<file path="config.mk">
export PLATFORM = sky130hd
export DESIGN_NAME = region_cfg
export DESIGN_NICKNAME = d
export VERILOG_FILES = /design/src/hdl/mem_map_pkg.sv /design/src/hdl/mem_bus_pkg.sv /design/src/hdl/region_cfg.sv
export SDC_FILE = /design/constraint.sdc
export NUM_CORES = 1
export LEC_CHECK = 0
export ABC_AREA = 1
export BUFFER_PORTS_ARGS = -buffer_cell sky130_fd_sc_hd__buf_4
export CAP_MARGIN = 25
export CORE_MARGIN = 2
export CORE_UTILIZATION = 50
export CTS_CLUSTER_DIAMETER = 100
export DETAILED_ROUTE_END_ITERATION = 10
export GPL_ROUTABILITY_DRIVEN = 1
export PLACE_DENSITY_LB_ADDON = 0.15
export SYNTH_ARGS = -nofsm -noshare
export SYNTH_HDL_FRONTEND = slang
export SYNTH_SLANG_ARGS = --single-unit
</file>
<file path="constraint.sdc">
create_clock -name clk -period 1.56 [get_ports clk]
set_input_delay 0.234 -clock clk [delete_from_list [all_inputs] [get_ports clk]]
set_output_delay 0.234 -clock clk [all_outputs]
set_load 0.01 [all_outputs]
</file>
<file path="src/hdl/mem_map_pkg.sv">
package mem_map_pkg;

  // ************************************************************************
  // Basic address and data types.
  // ************************************************************************

  typedef logic [31:0] addr_t;   // Byte address.
  typedef logic [31:0] word_t;   // Stack data word.
  typedef logic [31:0] instr_t;  // Text word, kept apart from data words.

  // Word geometry.
  localparam int WORD_BYTES = 4;
  localparam int ADDR_LSB   = $clog2(WORD_BYTES);  // Byte offset bits dropped for index.
  localparam int BYTE_BITS  = 8;

  // Inclusive byte window of one region.
  typedef struct packed {
    addr_t lo;
    addr_t hi;
  } region_t;

  // ************************************************************************
  // Reset windows of the two regions.
  // ************************************************************************

  // Text sits at the bottom of the map, 1 KiB.
  localparam addr_t TEXT_LO_DEFAULT  = 32'h0000_0000;
  localparam addr_t TEXT_HI_DEFAULT  = 32'h0000_03ff;

  // Stack directly above text, 1 KiB.
  localparam addr_t STACK_LO_DEFAULT = 32'h0000_0400;
  localparam addr_t STACK_HI_DEFAULT = 32'h0000_07ff;

endpackage

</file>
<file path="src/hdl/mem_bus_pkg.sv">
package mem_bus_pkg;

  import mem_map_pkg::*;

  // Data port request, sampled every cycle.
  typedef struct packed {
    logic  write;
    addr_t addr;
    word_t wdata;
  } data_req_t;

  // Program load into text memory.
  typedef struct packed {
    logic   valid;
    addr_t  addr;
    instr_t data;
  } load_req_t;

  // Target of a config write.
  typedef enum logic [2:0] {
    CFG_TEXT_LO   = 3'd0,
    CFG_TEXT_HI   = 3'd1,
    CFG_STACK_LO  = 3'd2,
    CFG_STACK_HI  = 3'd3,
    CFG_FAULT_CLR = 3'd4   // Value is ignored.
  } cfg_sel_t;

  typedef struct packed {
    logic     valid;
    cfg_sel_t sel;
    addr_t    value;
  } cfg_req_t;

  // Sticky out-of-bounds flags.
  typedef struct packed {
    logic fetch_oob;
    logic data_oob;
    logic load_oob;
  } fault_t;

  // String printer interface.
  typedef struct packed {
    logic  start;
    addr_t addr;    // Byte address of the first character.
  } print_req_t;

  typedef struct packed {
    logic                 valid;
    logic [BYTE_BITS-1:0] ch;
  } char_out_t;

endpackage

</file>
<file path="src/hdl/region_cfg.sv">
`timescale 1ns/1ps

// Region bounds, range checks and sticky fault status.
module region_cfg
  import mem_map_pkg::*;
  import mem_bus_pkg::*;
(
  input  logic     clk,
  input  logic     reset,
  input  cfg_req_t cfg_req,
  input  addr_t    fetch_addr,
  input  addr_t    data_addr,
  input  addr_t    load_addr,
  input  logic     data_access,
  input  logic     load_valid,
  output logic     fetch_ok,
  output logic     data_ok,
  output logic     load_ok,
  output fault_t   fault_status
);

  region_t text_win;
  region_t stack_win;
  fault_t  fault_set;
  logic    fault_clr;

  // Inclusive window test.
  function automatic logic in_window(input addr_t a, input region_t r);
    return (a >= r.lo) && (a <= r.hi);
  endfunction

  // ************************************************************************
  // Bounds registers.
  // ************************************************************************

  always_ff @(posedge clk) begin
    if (reset) begin
      text_win.lo  <= TEXT_LO_DEFAULT;
      text_win.hi  <= TEXT_HI_DEFAULT;
      stack_win.lo <= STACK_LO_DEFAULT;
      stack_win.hi <= STACK_HI_DEFAULT;
    end else if (cfg_req.valid) begin
      case (cfg_req.sel)
        CFG_TEXT_LO:  text_win.lo  <= cfg_req.value;
        CFG_TEXT_HI:  text_win.hi  <= cfg_req.value;
        CFG_STACK_LO: stack_win.lo <= cfg_req.value;
        CFG_STACK_HI: stack_win.hi <= cfg_req.value;
        default:      ;  // Fault clear handled below.
      endcase
    end
  end

  // ************************************************************************
  // Range checks, one level per port.
  // ************************************************************************

  assign fetch_ok = in_window(fetch_addr, text_win);
  assign data_ok  = in_window(data_addr, stack_win);
  assign load_ok  = in_window(load_addr, text_win);

  // New faults this cycle.
  always_comb begin
    fault_set.fetch_oob = !fetch_ok;
    fault_set.data_oob  = data_access && !data_ok;
    fault_set.load_oob  = load_valid && !load_ok;
  end

  assign fault_clr = cfg_req.valid && (cfg_req.sel == CFG_FAULT_CLR);

  // Sticky status. Clear wins over a fault in the same cycle.
  always_ff @(posedge clk) begin
    if (reset) begin
      fault_status <= '0;
    end else if (fault_clr) begin
      fault_status <= '0;
    end else begin
      fault_status <= fault_status | fault_set;
    end
  end

endmodule

</file>
# ---- Yosys cells after proc, flatten, opt, wreduce, memory -nomap -nowiden
# Cells that the tools add are included.
dict set report totals {
  word_cells 33
  in_bits 136
  output_inout_bits 6
  register_bits 131
}
dict set report classes {
  n_lt_le_gt_ge 6
  n_eq_ne 4
  n_bitwise 1
  reduce_logical 15
}
# cell n
set ops {}
lappend ops {{32-bit >= comparator} 3}
lappend ops {{32-bit less-or-equal comparator} 3}
lappend ops {{2-bit AND reduction} 4}
lappend ops {{3-bit by 2-bit == test with 1-bit output, second input constant} 2}
lappend ops {{1-bit logical AND} 6}
lappend ops {{3-bit by 1-bit == test with 1-bit output, second input constant} 1}
lappend ops {{3-bit == test, second input constant} 1}
lappend ops {{1-bit zero test} 3}
lappend ops {{3-bit zero test} 1}
lappend ops {{3-bit bitwise OR} 1}
lappend ops {{2-bit OR reduction} 1}

# ---- Logic depth before layout (Yosys ltp)
dict set report logic_depth {
  word_depth 5
  mapped_depth 17
  depth_no_buf 17
}

# ---- Worst setup path before layout
# OpenSTA, ideal clock, no wires.
dict set report synth_timing {
  kind {flip-flop to output port}
  start {register text_win[31] in the netlist's numbering}
  end {output fetch_ok}
  arrival_time_ns 1.345
  t_required_ns 1.326
  path_buffers 0
  setup_slack_ns -0.019
  stages_incl_launch_ff 11
  cell_sequence {dfxtp_1 > inv_1 > ha_1 > nand2_1 > nor2_1 > nand2_1 > nor4_4 > nand3_1 > nand2_1 > nand2_1 > inv_1}
}
dict set report synth_via {
  elab_chain_cells 2
}
# item line_no
set synth_lines {}
lappend synth_lines {{start, declared} region_cfg.sv:22} ;# region_t text_win;
lappend synth_lines {{32-bit less-or-equal comparator} region_cfg.sv:29} ;# return (a >= r.lo) && (a <= r.hi);
lappend synth_lines {{1-bit logical AND} region_cfg.sv:29}
lappend synth_lines {{end, declared} region_cfg.sv:16} ;# output logic fetch_ok,
# Every way passes these cells.

# ---- Worst setup path in the final report
dict set report layout_timing {
  start {register text_win[49] in the netlist's numbering}
  end {output fetch_ok}
}
dict set report layout_via {
  elab_chain_cells 2
}
# item line_no
set layout_lines {}
lappend layout_lines {{32-bit >= comparator} region_cfg.sv:29}
lappend layout_lines {{1-bit logical AND} region_cfg.sv:29}
# Every way passes these cells.

==> out/metrics.csv <==
stage,metric,value,unit
timing,hold_violations,0,
placement,dp_hpwl,18.86,mm
drt,vias,9124,
synthesis,synth_area_leader_cell,dfxtp_1,
synthesis,synth_cell_types,31,
drt,wl_met3,1.354,mm
cts,cts_made_buffers,17,
drt,first_iter_violations,463,
timing,timing.final.ws_setup,-791.6,ps
critical_path,crit_arrival,2120,ps
synthesis,synth_edf_count,0,
timing,slew_viol_final,0,
placement,gp_congestion,0.8573,
synthesis,ys_warn_count,0,
synthesis,synthFlopType,dfxtp_1,
cts,clk_transition_reported_paths,60,ps
timing,fmax,425.2,MHz
drt,first_pass_iters,5,
synthesis,netlist_area,0.009100,mm^2
finish,fin_nets,1782,
drt,detail_route.vias_per_cell,5.380,
finish,diodes,0,
critical_path,path_class,flip-flop to output port,
floorplan,dieWidth,138.9,um
drt,wl_per_cell,16.01,um
global_route,antenna_found_initial,0,
global_route,grt_pass1_wl,39.85,mm
critical_path,start_kind,flip-flop,
drt,drc,0,
cts,insertion_delay,420,ps
cts,ctsHtreeMaxLevel,4,
global_route,grt_max_degree,62,
outcome,violations,negative setup slack,
synthesis,ys_seq_area_share,28.82,%
placement,portBuffers,141,
finish,area_growth,44.44,%
timing,setup-tns-final,-3078,ps
cts,cts_hold_buf,0,
timing,setup_violations,6,
floorplan,start_util,50.83,%
cts,clock-root-buffer,clkbuf_16,
timing,fin_skew,6.336,ps
synthesis,synth_top_area_share,28.82,%
floorplan,pin_count,142,
floorplan,die_area,0.01929,mm^2
hold_path,hp-class,input pin to flip-flop,
critical_path,endpoint_kind,output port,
power_and_ir_drop,vdd_drop_max,0.8033,mV
global_route,grt_overflow,0,
synthesis,post_synth.cell_area_avg,7.484,um^2
drt,ant_nets,0,
critical_path,critPathMaxFanout,3,
synthesis,synthCells,1216,
global_route,grt_pass1_vias,8285,
cts,tritoncts,yes,
drt,met1_length,12.18,mm
synthesis,ys_top_cells_by_count,"a21oi_1, nand2_1, ha_1",
power_and_ir_drop,p_leak,5.797,nW
timing,tightest_slew,666.9,ps
synthesis,post-synth-top-count-cell,a21oi_1,
synthesis,ys_async_sr_fraction,0,%
timing,finalCriticalPeriod,2352,ps
floorplan,fp.coreArea,0.01790,mm^2
power_and_ir_drop,p_total,10.40,mW
synthesis,synthesis.nets,1544,
timing,rsz0062_at_grt,true,
flow_run,maxCapViolCount,0,
floorplan,chipHeight,138.9,um
finish,fin_util,73.42,%
power_and_ir_drop,powerDensity,791.2,mW/mm^2
outcome,status,"complete, but fails checks",
placement,place_ws,-367.9,ps
finish,final_layout_size_suffix_gt1_share,39.06,%
floorplan,rows,49,
synthesis,ys_seq_elements,131,
cts,cts_buffer_depth,2,
drt,maxUsedRoutingLayer,met4,
drt,wl_met2,12.93,mm
drt,totalWireLength,27.16,mm
global_route,grt_usage,25.67,%
cts,clock-sinks,131,
critical_path,required,1330,ps
timing,finalCritPeriodShare,150.7,%
timing,relSlewSlack,55.48,%
synthesis,synth_area_leaders,"dfxtp_1, ha_1, a21oi_1",
-- layer usage --
layer,vias to the layer above,GRT usage [%]
li1,4586,-
met5,-,0
met1,4242,34.30
met3,58,4.385
met2,238,42.83
met4,0,7.390
-- logic make-up after synthesis --
| family | after synthesis | share of synthesized area (%) |
|---|---|---|
| DFF | 131 | 28.82 |
| AOI/OAI and AO/OA | 359 | 20.45 |
| buffers and inverters | 224 | 10.12 |
| and+or+nand+nor | 310 | 14.22 |
| adders and majority gates | 192 | 26.40 |
-- area by class of cell --
cell class	instances	area, um^2
clock buffers	20	456.7
clock inverters	12	202.7
fillers	1364	4758
inverters	187	714.4
multi-input cells	861	6838
flip-flops and latches	131	2664
well taps	229	286.5
repair buffers	256	1982
-- through the flow --
| stage | hold WS (ps) | std cells | cell area [um^2] |
|---|---|---|---|
| 2_1_floorplan | 360.3 | 1216 | 9105 |
| 3_3_place_gp | 442.5 | 1651 | 11040 |
| 3_5_place_dp | 446.2 | 1651 | 11040 |
| 4_1_cts | 52.67 | 1692 | 12130 |
| 5_1_grt | 59.76 | 1696 | 13140 |
| 6_report | 57.19 | 1696 | 13140 |
-- where the power goes --
part / internal, mW / total, mW / switching (mW)
Clock: 2.93 / 4.47 / 1.55
Combinational: 1.13 / 2.40 / 1.27
Sequential: 3.48 / 3.52 / 0.0469
-- sequential cells by signal, indices dropped and copies added (netlist names) --
name and count:
stack_win 64, text_win 64, fault_status 3
-- critical path: stages, from the launching register on --
cell and delay [ps]:
dfxtp_1 310, inv_1 80, ha_1 330, a21oi_2 140, o21ai_0 90, nand2_1 80, nand3_1 100, a21oi_2 220
nand3_2 120, nand2_2 90, inv_2 40, buf_6 110
-- placed cells by master, fill, tap and decap left out, types with 3 or more instances in the layout --
cell type,netlist,routed
o21ai_1,35,43
o21a_1,3,3
a21oi_2,0,29
a21o_1,5,5
inv_1,179,117
buf_12,0,3
buf_4,1,247
o21ai_0,99,91
nand2_2,1,33
a21oi_1,200,171
nand4_1,13,13
nor2_4,2,9
dfxtp_2,0,33
ha_4,0,72
o21ai_2,3,3
nor2_2,2,18
buf_6,7,6
inv_2,6,65
nand2_1,196,161
bufinv_16,0,5
nand3_1,23,15
dfxtp_1,131,98
clkinv_4,0,3
o211ai_1,11,11
nand3_2,0,8
inv_4,1,5
nor2_1,62,39
ha_1,192,120
clkbuf_16,0,17
nand2_4,0,3
nor3_2,0,5
-- path summary, 6_finish.rpt --
path | from | end | slack, ps | cells past startpoint
worst max register to register | text_win[20]$_SDFFE_PP0P_ | fault_status[2]$_SDFF_PP0_ | -510 | 14
worst max-delay path | text_win[49]$_SDFFE_PP0P_ | fetch_ok | -790 | 11
worst min register to register | fault_status[0]$_SDFF_PP0_ | fault_status[0]$_SDFF_PP0_ | 450 | 2
worst min-delay path | cfg_req[6] | stack_win[6]$_SDFFE_PP1P_ | 60 | 3
-- timing repair --
item / in CTS / in global routing
endpoints found under the setup margin: 6 / 6
resized for setup: 81 / 215
pin swaps: 40 / 66
gates cloned: 0 / 0
buffers inserted: 12 / 5
Note: power is estimated with default switching activity, not from simulation.
